==> src/logic/arith_pkg.sv <==
`default_nettype none

package arith_pkg;

  // Default operand width for every unit
  localparam int DATA_W = 32;

  // Opcodes seen at the request port
  typedef enum logic [3:0] {
    OP_ADD  = 4'd0,
    OP_SUB  = 4'd1,
    OP_AND  = 4'd2,
    OP_OR   = 4'd3,
    OP_XOR  = 4'd4,
    OP_SLL  = 4'd5,
    OP_SRL  = 4'd6,
    OP_SRA  = 4'd7,
    OP_SLT  = 4'd8,  // Signed compare
    OP_MUL  = 4'd9,  // Low word of product
    OP_MULH = 4'd10, // Signed high word
    OP_DIV  = 4'd11,
    OP_REM  = 4'd12
  } alu_op_t;

  // Top level FSM
  typedef enum logic [1:0] {
    ST_IDLE = 2'd0,
    ST_MUL  = 2'd1,
    ST_DIV  = 2'd2,
    ST_DONE = 2'd3
  } core_state_t;

endpackage

`default_nettype wire

==> src/logic/alu_simple.sv <==
`timescale 1ns/1ns
`default_nettype none

module alu_simple #(
  parameter int WIDTH = arith_pkg::DATA_W
) (
  input  wire arith_pkg::alu_op_t op,
  input  wire logic [WIDTH-1:0]   a,
  input  wire logic [WIDTH-1:0]   b,
  output logic [WIDTH-1:0]        y
);

  localparam int SH_W = $clog2(WIDTH);

  logic [SH_W-1:0]  shamt;
  logic [WIDTH-1:0] sum;
  logic [WIDTH-1:0] diff;
  logic             less;

  assign shamt = b[SH_W-1:0];  // Only the low bits count
  assign sum   = a + b;
  assign diff  = a - b;
  assign less  = $signed(a) < $signed(b);

  always_comb begin
    case (op)
      arith_pkg::OP_ADD: y = sum;
      arith_pkg::OP_SUB: y = diff;
      arith_pkg::OP_AND: y = a & b;
      arith_pkg::OP_OR:  y = a | b;
      arith_pkg::OP_XOR: y = a ^ b;
      arith_pkg::OP_SLL: y = a << shamt;
      arith_pkg::OP_SRL: y = a >> shamt;
      // Sign bit fills from the left
      arith_pkg::OP_SRA: y = $signed(a) >>> shamt;
      arith_pkg::OP_SLT: y = {{(WIDTH-1){1'b0}}, less};
      default:           y = '0;  // Multicycle ops go elsewhere
    endcase
  end

endmodule

`default_nettype wire

==> src/logic/mul_seq.sv <==
`timescale 1ns/1ns
`default_nettype none

module mul_seq #(
  parameter int WIDTH = arith_pkg::DATA_W
) (
  input  wire logic             clk,
  input  wire logic             rst_n,
  input  wire logic             start,
  input  wire logic             mul_high,
  input  wire logic [WIDTH-1:0] a,
  input  wire logic [WIDTH-1:0] b,
  output logic                  busy,
  output logic                  done,
  output logic [WIDTH-1:0]      p
);

  localparam int CNT_W = $clog2(WIDTH);

  typedef enum logic [1:0] {
    MUL_IDLE = 2'd0,
    MUL_RUN  = 2'd1,
    MUL_FIX  = 2'd2
  } mul_state_t;

  mul_state_t       state;
  logic [CNT_W-1:0] cnt;
  logic [2*WIDTH-1:0] mcand;   // Shifted multiplicand
  logic [2*WIDTH-1:0] acc;     // Running product magnitude
  logic [WIDTH-1:0]   mplier;
  logic               neg;
  logic               high_q;
  logic [WIDTH-1:0]   a_mag;
  logic [WIDTH-1:0]   b_mag;
  logic [2*WIDTH-1:0] prod;

  assign a_mag = a[WIDTH-1] ? -a : a;
  assign b_mag = b[WIDTH-1] ? -b : b;
  assign prod  = neg ? -acc : acc;  // Restore the sign
  assign busy  = (state != MUL_IDLE);

  // Control
  always_ff @(posedge clk) begin
    if (!rst_n) begin
      state <= MUL_IDLE;
      cnt   <= '0;
      done  <= 1'b0;
    end else begin
      done <= 1'b0;
      case (state)
        MUL_IDLE: if (start) begin
          state <= MUL_RUN;
          cnt   <= '0;
        end
        MUL_RUN: begin
          cnt <= cnt + 1'b1;
          if (cnt == CNT_W'(WIDTH - 1)) state <= MUL_FIX;
        end
        MUL_FIX: begin
          state <= MUL_IDLE;
          done  <= 1'b1;
        end
        default: state <= MUL_IDLE;
      endcase
    end
  end

  // Datapath
  always_ff @(posedge clk) begin
    if (state == MUL_IDLE && start) begin
      mcand  <= {{WIDTH{1'b0}}, a_mag};
      mplier <= b_mag;
      acc    <= '0;
      neg    <= a[WIDTH-1] ^ b[WIDTH-1];
      high_q <= mul_high;
    end else if (state == MUL_RUN) begin
      if (mplier[0]) acc <= acc + mcand;
      mcand  <= mcand << 1;
      mplier <= mplier >> 1;
    end else if (state == MUL_FIX) begin
      p <= high_q ? prod[2*WIDTH-1:WIDTH] : prod[WIDTH-1:0];
    end
  end

endmodule

`default_nettype wire

==> src/logic/div_seq.sv <==
`timescale 1ns/1ns
`default_nettype none

module div_seq #(
  parameter int WIDTH = arith_pkg::DATA_W
) (
  input  wire logic             clk,
  input  wire logic             rst_n,
  input  wire logic             start,
  input  wire logic             want_rem,
  input  wire logic [WIDTH-1:0] dividend,
  input  wire logic [WIDTH-1:0] divisor,
  output logic                  busy,
  output logic                  done,
  output logic [WIDTH-1:0]      res
);

  localparam int CNT_W = $clog2(WIDTH);

  typedef enum logic [1:0] {
    DIV_IDLE = 2'd0,
    DIV_RUN  = 2'd1,
    DIV_FIX  = 2'd2
  } div_state_t;

  div_state_t         state;
  logic [CNT_W-1:0]   cnt;
  logic [WIDTH-1:0]   m;         // Divisor magnitude
  logic [2*WIDTH-1:0] combined;  // Partial remainder : quotient
  logic               subtract;
  logic               negative;
  logic               div_zero;
  logic               rem_q;
  logic [2*WIDTH-1:0] shifted;
  logic [WIDTH-1:0]   trial;
  logic [WIDTH-1:0]   rem_fix;
  logic [WIDTH-1:0]   quo_fix;

  assign busy = (state != DIV_IDLE);

  // One non-restoring step
  always_comb begin
    shifted = {combined[2*WIDTH-2:0], 1'b0};
    trial   = subtract ? shifted[2*WIDTH-1:WIDTH] - m
                       : shifted[2*WIDTH-1:WIDTH] + m;
  end

  // Final correction of remainder and quotient sign
  always_comb begin
    rem_fix = combined[2*WIDTH-1] ? combined[2*WIDTH-1:WIDTH] + m
                                  : combined[2*WIDTH-1:WIDTH];
    quo_fix = negative ? -combined[WIDTH-1:0] : combined[WIDTH-1:0];
    if (div_zero) begin
      rem_fix = '0;
      quo_fix = {1'b0, {(WIDTH-1){1'b1}}};  // Largest positive value
    end
  end

  always_ff @(posedge clk) begin
    if (!rst_n) begin
      state <= DIV_IDLE;
      cnt   <= '0;
      done  <= 1'b0;
    end else begin
      done <= 1'b0;
      case (state)
        DIV_IDLE: if (start) begin
          state <= DIV_RUN;
          cnt   <= '0;
        end
        DIV_RUN: begin
          cnt <= cnt + 1'b1;
          if (cnt == CNT_W'(WIDTH - 1)) state <= DIV_FIX;
        end
        DIV_FIX: begin
          state <= DIV_IDLE;
          done  <= 1'b1;
        end
        default: state <= DIV_IDLE;
      endcase
    end
  end

  // Operand prep, iterations and the fix-up write
  always_ff @(posedge clk) begin
    if (state == DIV_IDLE && start) begin
      m        <= divisor[WIDTH-1] ? -divisor : divisor;
      combined <= {{WIDTH{1'b0}}, dividend[WIDTH-1] ? -dividend : dividend};
      negative <= dividend[WIDTH-1] ^ divisor[WIDTH-1];
      subtract <= 1'b1;                 // Remainder starts at zero
      div_zero <= (divisor == '0);
      rem_q    <= want_rem;
    end else if (state == DIV_RUN) begin
      // Sign of the new remainder picks the next step and the quotient bit
      combined <= {trial, shifted[WIDTH-1:1], ~trial[WIDTH-1]};
      subtract <= ~trial[WIDTH-1];
    end else if (state == DIV_FIX) begin
      res <= rem_q ? rem_fix : quo_fix;
    end
  end

endmodule

`default_nettype wire

==> src/logic/arith_core.sv <==
`timescale 1ns/1ns
`default_nettype none

module arith_core #(
  parameter int WIDTH = arith_pkg::DATA_W
) (
  input  wire logic               clk,
  input  wire logic               rst_n,
  input  wire logic               in_valid,
  output logic                    in_ready,
  input  wire arith_pkg::alu_op_t op,
  input  wire logic [WIDTH-1:0]   a,
  input  wire logic [WIDTH-1:0]   b,
  output logic                    out_valid,
  input  wire logic               out_ready,
  output logic [WIDTH-1:0]        result
);

  arith_pkg::core_state_t state;

  logic             accept;
  logic             is_mul;
  logic             is_div;
  logic [WIDTH-1:0] alu_y;
  logic             mul_start;
  logic             mul_busy;
  logic             mul_done;
  logic [WIDTH-1:0] mul_p;
  logic             div_start;
  logic             div_busy;
  logic             div_done;
  logic [WIDTH-1:0] div_res;

  assign is_mul = (op == arith_pkg::OP_MUL) || (op == arith_pkg::OP_MULH);
  assign is_div = (op == arith_pkg::OP_DIV) || (op == arith_pkg::OP_REM);

  assign in_ready  = (state == arith_pkg::ST_IDLE);  // One request in flight
  assign out_valid = (state == arith_pkg::ST_DONE);
  assign accept    = in_valid && in_ready;

  assign mul_start = accept && is_mul;  // Same cycle as acceptance
  assign div_start = accept && is_div;

  alu_simple #(
    .WIDTH (WIDTH)
  ) alu_i (
    .op (op),
    .a  (a),
    .b  (b),
    .y  (alu_y)
  );

  mul_seq #(
    .WIDTH (WIDTH)
  ) mul_i (
    .clk      (clk),
    .rst_n    (rst_n),
    .start    (mul_start),
    .mul_high (op == arith_pkg::OP_MULH),
    .a        (a),
    .b        (b),
    .busy     (mul_busy),
    .done     (mul_done),
    .p        (mul_p)
  );

  div_seq #(
    .WIDTH (WIDTH)
  ) div_i (
    .clk      (clk),
    .rst_n    (rst_n),
    .start    (div_start),
    .want_rem (op == arith_pkg::OP_REM),
    .dividend (a),
    .divisor  (b),
    .busy     (div_busy),
    .done     (div_done),
    .res      (div_res)
  );

  // Dispatch FSM
  always_ff @(posedge clk) begin
    if (!rst_n) begin
      state <= arith_pkg::ST_IDLE;
    end else begin
      case (state)
        arith_pkg::ST_IDLE: begin
          if (accept) begin
            if (is_mul)      state <= arith_pkg::ST_MUL;
            else if (is_div) state <= arith_pkg::ST_DIV;
            else             state <= arith_pkg::ST_DONE;
          end
        end
        arith_pkg::ST_MUL: if (mul_done) state <= arith_pkg::ST_DONE;
        arith_pkg::ST_DIV: if (div_done) state <= arith_pkg::ST_DONE;
        arith_pkg::ST_DONE: begin
          if (out_ready) state <= arith_pkg::ST_IDLE;  // Result taken
        end
        default: state <= arith_pkg::ST_IDLE;
      endcase
    end
  end

  // Result holds while waiting on out_ready
  always_ff @(posedge clk) begin
    if (accept && !is_mul && !is_div) begin
      result <= alu_y;
    end else if (state == arith_pkg::ST_MUL && mul_done) begin
      result <= mul_p;
    end else if (state == arith_pkg::ST_DIV && div_done) begin
      result <= div_res;
    end
  end

endmodule

`default_nettype wire

==> config.mk <==
export PLATFORM = sky130hd
export DESIGN_NAME = arith_core
export DESIGN_NICKNAME = d
export VERILOG_FILES = /design/src/logic/arith_pkg.sv /design/src/logic/alu_simple.sv /design/src/logic/mul_seq.sv /design/src/logic/div_seq.sv /design/src/logic/arith_core.sv
export SDC_FILE = /design/constraint.sdc
export NUM_CORES = 2
export LEC_CHECK = 0
export ABC_AREA = 1
export BUFFER_PORTS_ARGS = -buffer_cell sky130_fd_sc_hd__buf_2
export CAP_MARGIN = 10
export CORE_AREA = 5 5 320 322
export CTS_CLUSTER_DIAMETER = 30
export CTS_CLUSTER_SIZE = 16
export DETAILED_ROUTE_END_ITERATION = 8
export DIE_AREA = 0 0 325 327
export PLACE_DENSITY = 0.6
export SYNTH_ARGS = -nofsm -noshare
export SYNTH_HDL_FRONTEND = slang
export SYNTH_SLANG_ARGS = --single-unit
==> constraint.sdc <==
create_clock -name clk -period 3.1 [get_ports clk]
set_input_delay 0.31 -clock clk [delete_from_list [all_inputs] [get_ports clk]]
set_output_delay 0.31 -clock clk [all_outputs]
set_load 0.005 [all_outputs]
---- Word-level counts from Yosys, hierarchy flattened ----
Cells that the tools add are included.
storage, ports and cells
  output and inout port bits .............. 34
  register bits ........................... 376
  input port bits ......................... 72
  word-level logic and storage cells ...... 147
operators by class
  add/subtract/negate cells ............... 12
  shifts and indexed selects .............. 3
  reduce and logical (&&, ||, !) cells .... 31
  mux-type cells .......................... 39
  magnitude comparators ................... 1
  eq/ne operators ......................... 29
  bitwise logic cells ..................... 9
operators with widths
  operator             count
  $mux 32              18
  $pmux 32 s9          1
  $add 32x32->32       3
  $neg 32->32          3
  $add 64x64->64       1
  $mux 64              1
  $neg 64->64          1
  $sub 32x32->32       2
  $and 32x32->32       1
  $logic_not 32->1     1
  $lt 32x32->1         1
  $or 32x32->32        1
  $shl 32x5->32        1
  $shr 32x5->32        1
  $sshr 32x5->32       1
  $xor 32x32->32       1
  $eq 4x4->1 const B   5
  $pmux 5 s2           2
  $mux 2               9
  $eq 4x3->1 const B   4
  $ne 2x1->1 const B   8
  $add 5x1->5 const B  2
  $eq 5x5->1 const B   2
  $mux 5               2
  19 further kinds     52

---- Longest topological paths before layout ----
  depth in word-level cells ............... 6
  mapped depth ............................ 25

---- Modules after synthesis ----
From an unflattened synthesis, not the netlist that was laid out.
unflattened totals
  cells, all modules ...................... 7535
  area total of the unflattened synthesis .. 43595.6 µm²
modules (own cells, without submodules)
  module      cells an instance  sequential area each (µm²)  area each (µm²)  instances
  mul_seq     2946               5024.8                      17591.9          1
  div_seq     2169               3793.6                      13558.0          1
  alu_simple  2120               0.0                         10212.3          1
  arith_core  300                1001.0                      2233.4           1

---- Worst setup path before layout ----
OpenSTA, ideal clock, no wires.
  path type ............................... reg-to-reg
  start ................................... register div_i.m[1]
  end ..................................... register div_i.combined[0] (data pin)
  cell stages (with the launch flop) ...... 24
  path buffers ............................ 0
  required time ........................... 2.841 ns
  setup slack ............................. -0.134 ns
  period minus slack after synthesis ...... 3.234 ns
  arrival time ............................ 2.975 ns
  path through ............................ edfxtp_1 -> inv_1 -> ha_1 -> nand3_1 -> nor3_2 -> nand3_1 -> nor2_1 -> nand2_1 -> nor2_2 -> nand3_1 -> nand2_1 -> o21ai_0 -> nor2_1 -> nor2_1 -> ha_1 -> nand2_1 -> nor2_1 -> nor2_1 -> nor2_1 -> nor2_1 -> a21boi_0 -> nand2_1 -> a21oi_1 -> a21oi_1
between the ends
  cells in the longest elaborated chain, start to end .. 5
  elaborated cells on any way between the ends .. 6
  those cells by class .................... add/sub: 2; mux: 3; bitwise: 1
ends and longest elaborated chain
  element                                                  RTL line                      source
  from (decl)                                              div_seq.sv:28                 logic [WIDTH-1:0] m;
  from (signal assigned)                                   div_seq.sv:87                 m <= divisor[WIDTH-1] ? -divisor : divisor;
  $add 32x32->32 / $sub 32x32->32 (equally long branches)  div_seq.sv:45, div_seq.sv:44
  $mux 32 *                                                div_seq.sv:44                 trial = subtract ? shifted[2*WIDTH-1:WIDTH] - m
  $not 1->1 *                                              div_seq.sv:95                 combined <= {trial, shifted[WIDTH-1:1], ~trial[WIDTH-1]};
  $mux 32 *                                                div_seq.sv:93                 end else if (state == DIV_RUN) begin
  $mux 32 *                                                div_seq.sv:86                 if (state == DIV_IDLE && start) begin
  to (signal assigned)                                     div_seq.sv:88                 combined <= {{WIDTH{1'b0}}, dividend[WIDTH-1] ? -dividend : dividend};
  to (signal assigned)                                     div_seq.sv:95
  to (decl)                                                div_seq.sv:29                 logic [2*WIDTH-1:0] combined;
Every way passes the cells marked *; elsewhere a longest branch is shown, timed or not. The select of a mux whose other input is x is not followed.
A chain may end at the register's enable or synchronous reset.

---- Worst setup path in the final report ----
Ends and elaborated chain as after synthesis.

==> impl_metrics.py <==
metrics = {
    "grt": {
        "track_usage": 0.354,
        "grt-ovfl-total": 0,
        "grt_pass1_vias": 43479,
        "antenna_found_initial": 7,
        "grt_max_degree": 102,
        "grt_pass1_wl_mm": 283,
    },
    "yosys": {
        "yosysMostFrequentCell": "nand2_1",
        "seq_area_frac_synth": 0.249,
        "yosysTopAreaCellShare": 0.200,
        "synth-main-ff-cell": "edfxtp_1",
        "syn-cell-area_um2": 39400,
        "async_flop_share": 0,
        "syn_nets": 6863,
        "ys_ff_latch": 376,
        "ys_types": 59,
        "synth_area_per_cell_um2": 6.01,
        "ys_warn_count": 0,
        "netlist_instances": 6551,
        "synth_largest_area_cell": "nand2_1",
        "synth_edf_count": 229,
        "synth.area.top_cells": "nand2_1 (20%), edfxtp_1 (17%), nand3_1 (8.4%)",
        "synthTopCellsByCount": "nand2_1 (2101), inv_1 (866), nand3_1 (665)",
    },
    "critical_path": {
        "worstRegToRegCells": 21,
        "worstSetupEndpointType": "flop",
        "r2r_setup_slack_ns": -0.20,
        "arrival_ns": 3.74,
        "path_max_fanout": 4,
        "r2r_start": "div_i.m[1]$_DFFE_PP_",
        "cp.required_ns": 3.54,
        "crit_path_start_kind": "flop",
        "worstSetupPathType": "reg -> reg",
        "r2r_end": "div_i.combined[0]$_DFFE_PP_",
    },
    "finish": {
        "fillers": 10470,
        "fin_util": 0.502,
        "postLayoutCellArea_um2": 49900,
        "fin_nets": 7420,
        "drive_above_1_share": 0.156,
        "instances_no_fill": 8498,
        "syn2layout_area_growth_pct": 26.6,
    },
    "detailed_routing": {
        "top_layer": "met5",
        "wirelength_mm": 198,
        "dr.pass1.iters": 8,
        "drtAntennaViolNets": 0,
        "wl_met1_mm": 83.3,
        "drt_iter0_markers": 5677,
        "viasPerCell": 5.57,
        "num_vias": 47326,
        "routedWlPerCell_um": 23.3,
        "met2_length_mm": 81.6,
        "remaining_drc_errors": 0,
        "dr_wl_met3_mm": 21.7,
    },
    "pwr": {
        "leakagePower_uw": 0.0245,
        "power_density_nw_per_um2": 837,
        "vdd_drop_max_mv": 0.490,
    },
    "timing": {
        "drv_slew": 0,
        "rsz0062_at_grt": "yes",
        "clock_skew_ns": 0.0749,
        "finalWorstSetupSlack_ns": -0.203,
        "max_slew.worst_pin.slew_ns": 1.06,
        "setup_viol": 14,
        "clock.fmax_mhz": 303,
        "post-route-min-period_ns": 3.30,
        "finalHoldViolCount": 0,
        "setup_tns_ns": -1.47,
        "min_period_over_period": 1.07,
        "slew_headroom": 0.288,
    },
    "clocking": {
        "clk_pin_slew_ns": 0.05,
        "clk_latency_ns": 0.69,
        "clk_path_buf_depth": 3,
        "cts_max_level": 3,
        "cts_sinks": 376,
        "numCtsBuffers": 102,
        "tritoncts": "built",
        "clockRootBuffer": "clkbuf_16",
    },
    "floorplanning": {
        "core_area_um2": 99300,
        "fp.dieW_um": 325,
        "pin_count": 106,
        "die_h_um": 327,
        "fp.dieArea_um2": 106000,
        "start_util": 0.397,
        "fp-row-count": 116,
    },
    "outcome": {
        "outcome": "finished with violations",
        "violations": "setup timing",
    },
    "placed_design": {
        "dp.cells": 8285,
        "hpwl_mm": 163,
        "port_buffers": 105,
        "dpl_cell_area_um2": 45000,
        "gp_congestion": 1.08,
        "dp_slack_ns": -0.411,
    },
    "min_path": {
        "min_path_type": "in -> reg",
        "hold_end": "div_i.div_zero$_DFFE_PP_",
        "min_from": "b[30]",
        "hold_depth": 2,
    },
    "job": {
        "cap_violations": 0,
    },
}
sequential cells by signal (all words and copies together) (netlist names), 2 cells and up:
register / cells
state: 2
mul_i.p: 32
result: 32
mul_i.mplier: 32
mul_i.acc: 64
div_i.cnt: 5
div_i.m: 32
mul_i.mcand: 64
mul_i.cnt: 5
div_i.state: 2
div_i.res: 32
div_i.combined: 64
mul_i.state: 2
worst max path at each step:
stage,startpoint,to,slack [ns],cells past startpoint
3_5_place_dp,div_i.m[1]$_DFFE_PP_,div_i.combined[0]$_DFFE_PP_,-0.41,22
3_3_place_gp,div_i.m[0]$_DFFE_PP_,div_i.combined[0]$_DFFE_PP_,-0.38,22
2_1_floorplan,div_i.m[0]$_DFFE_PP_,div_i.combined[0]$_DFFE_PP_,-0.02,23
4_1_cts,div_i.m[1]$_DFFE_PP_,div_i.combined[0]$_DFFE_PP_,-0.26,23
5_1_grt,div_i.m[1]$_DFFE_PP_,div_i.combined[59]$_SDFFE_PP0P_,-0.42,23
6_report,div_i.m[1]$_DFFE_PP_,div_i.combined[0]$_DFFE_PP_,-0.20,21
critical path, cell delays in order (launching register included):
cell and delay (ns):
edfxtp_1 0.42, inv_2 0.10, ha_4 0.15, nand3_4 0.09, nor3_4 0.14, nand3_2 0.11
nor2_2 0.13, nand2_2 0.09, nor2_4 0.14, nand3_2 0.11, nand2_4 0.10, buf_6 0.10
xor2_1 0.15, ha_2 0.34, nand2_4 0.12, nor2_4 0.04, inv_1 0.15, o21ai_2 0.11
a21boi_2 0.18, nand2_1 0.09, a21oi_1 0.13, a21oi_1 0.07
routing by layer:
metal	track usage	vias up
met5	0	-
met4	0.172	6
met3	0.0953	481
met2	0.520	2515
met1	0.481	21833
li1	-	22491
stage by stage:
step | power [uW] | hold slack [ns]
final | 41800 | 0.110
after global routing | 44100 | 0.0740
after CTS | 39400 | 0.0420
after detailed placement | 27900 | 0.454
after global placement | 27900 | 0.447
after floorplan | 19300 | 0.409
logic make-up after synthesis:
| kind of cell | share of synthesized area |
|---|---|
| DFF | 0.249 |
| xor gates and xnor gates | 0.0315 |
| and+or+nand+nor | 0.389 |
| buffers and inverters | 0.107 |
| adders and majority gates | 0.0772 |
| muxes | 0.00991 |
| AOI/OAI and AO/OA | 0.136 |
area by class of cell:
type                    instances  area (um^2)  area share
flip-flops and latches        376         9820       0.197
inverters                     881         3310      0.0664
well taps                    1298         1620      0.0326
multi-input cells            5085        26500       0.532
clock inverters                68          825      0.0165
clock buffers                 124         2750      0.0551
repair buffers                662         5010       0.101
diodes                          4         10.0    0.000201
where the power goes:
| part | total, uW | internal (uW) | switching, uW |
|---|---|---|---|
| Combinational | 23100 | 8470 | 14700 |
| Sequential | 7850 | 6530 | 1320 |
| Clock | 10800 | 7300 | 3490 |
cells in the final DEF (no fill, tap or decap), drive strengths merged, types with 29 or more instances in the layout:
master,count
nand4,92
buf,661
nor3,93
clkinv,45
edfxtp,229
nor2,629
xor2,123
a21oi,456
clkbuf,124
nand2,2104
o21ai,406
dfxtp,147
o21bai,29
ha,235
nand3,670
mux2,32
inv,880
repair_timing:
action,4_1_cts,5_1_grt
setup endpoints to repair,21,27
pin swaps,46,93
hold buffers,1,0
endpoints found under the hold margin,2,0
buffers inserted,5,12
gates resized for setup,93,210
Power figures use the tool's default switching activity.
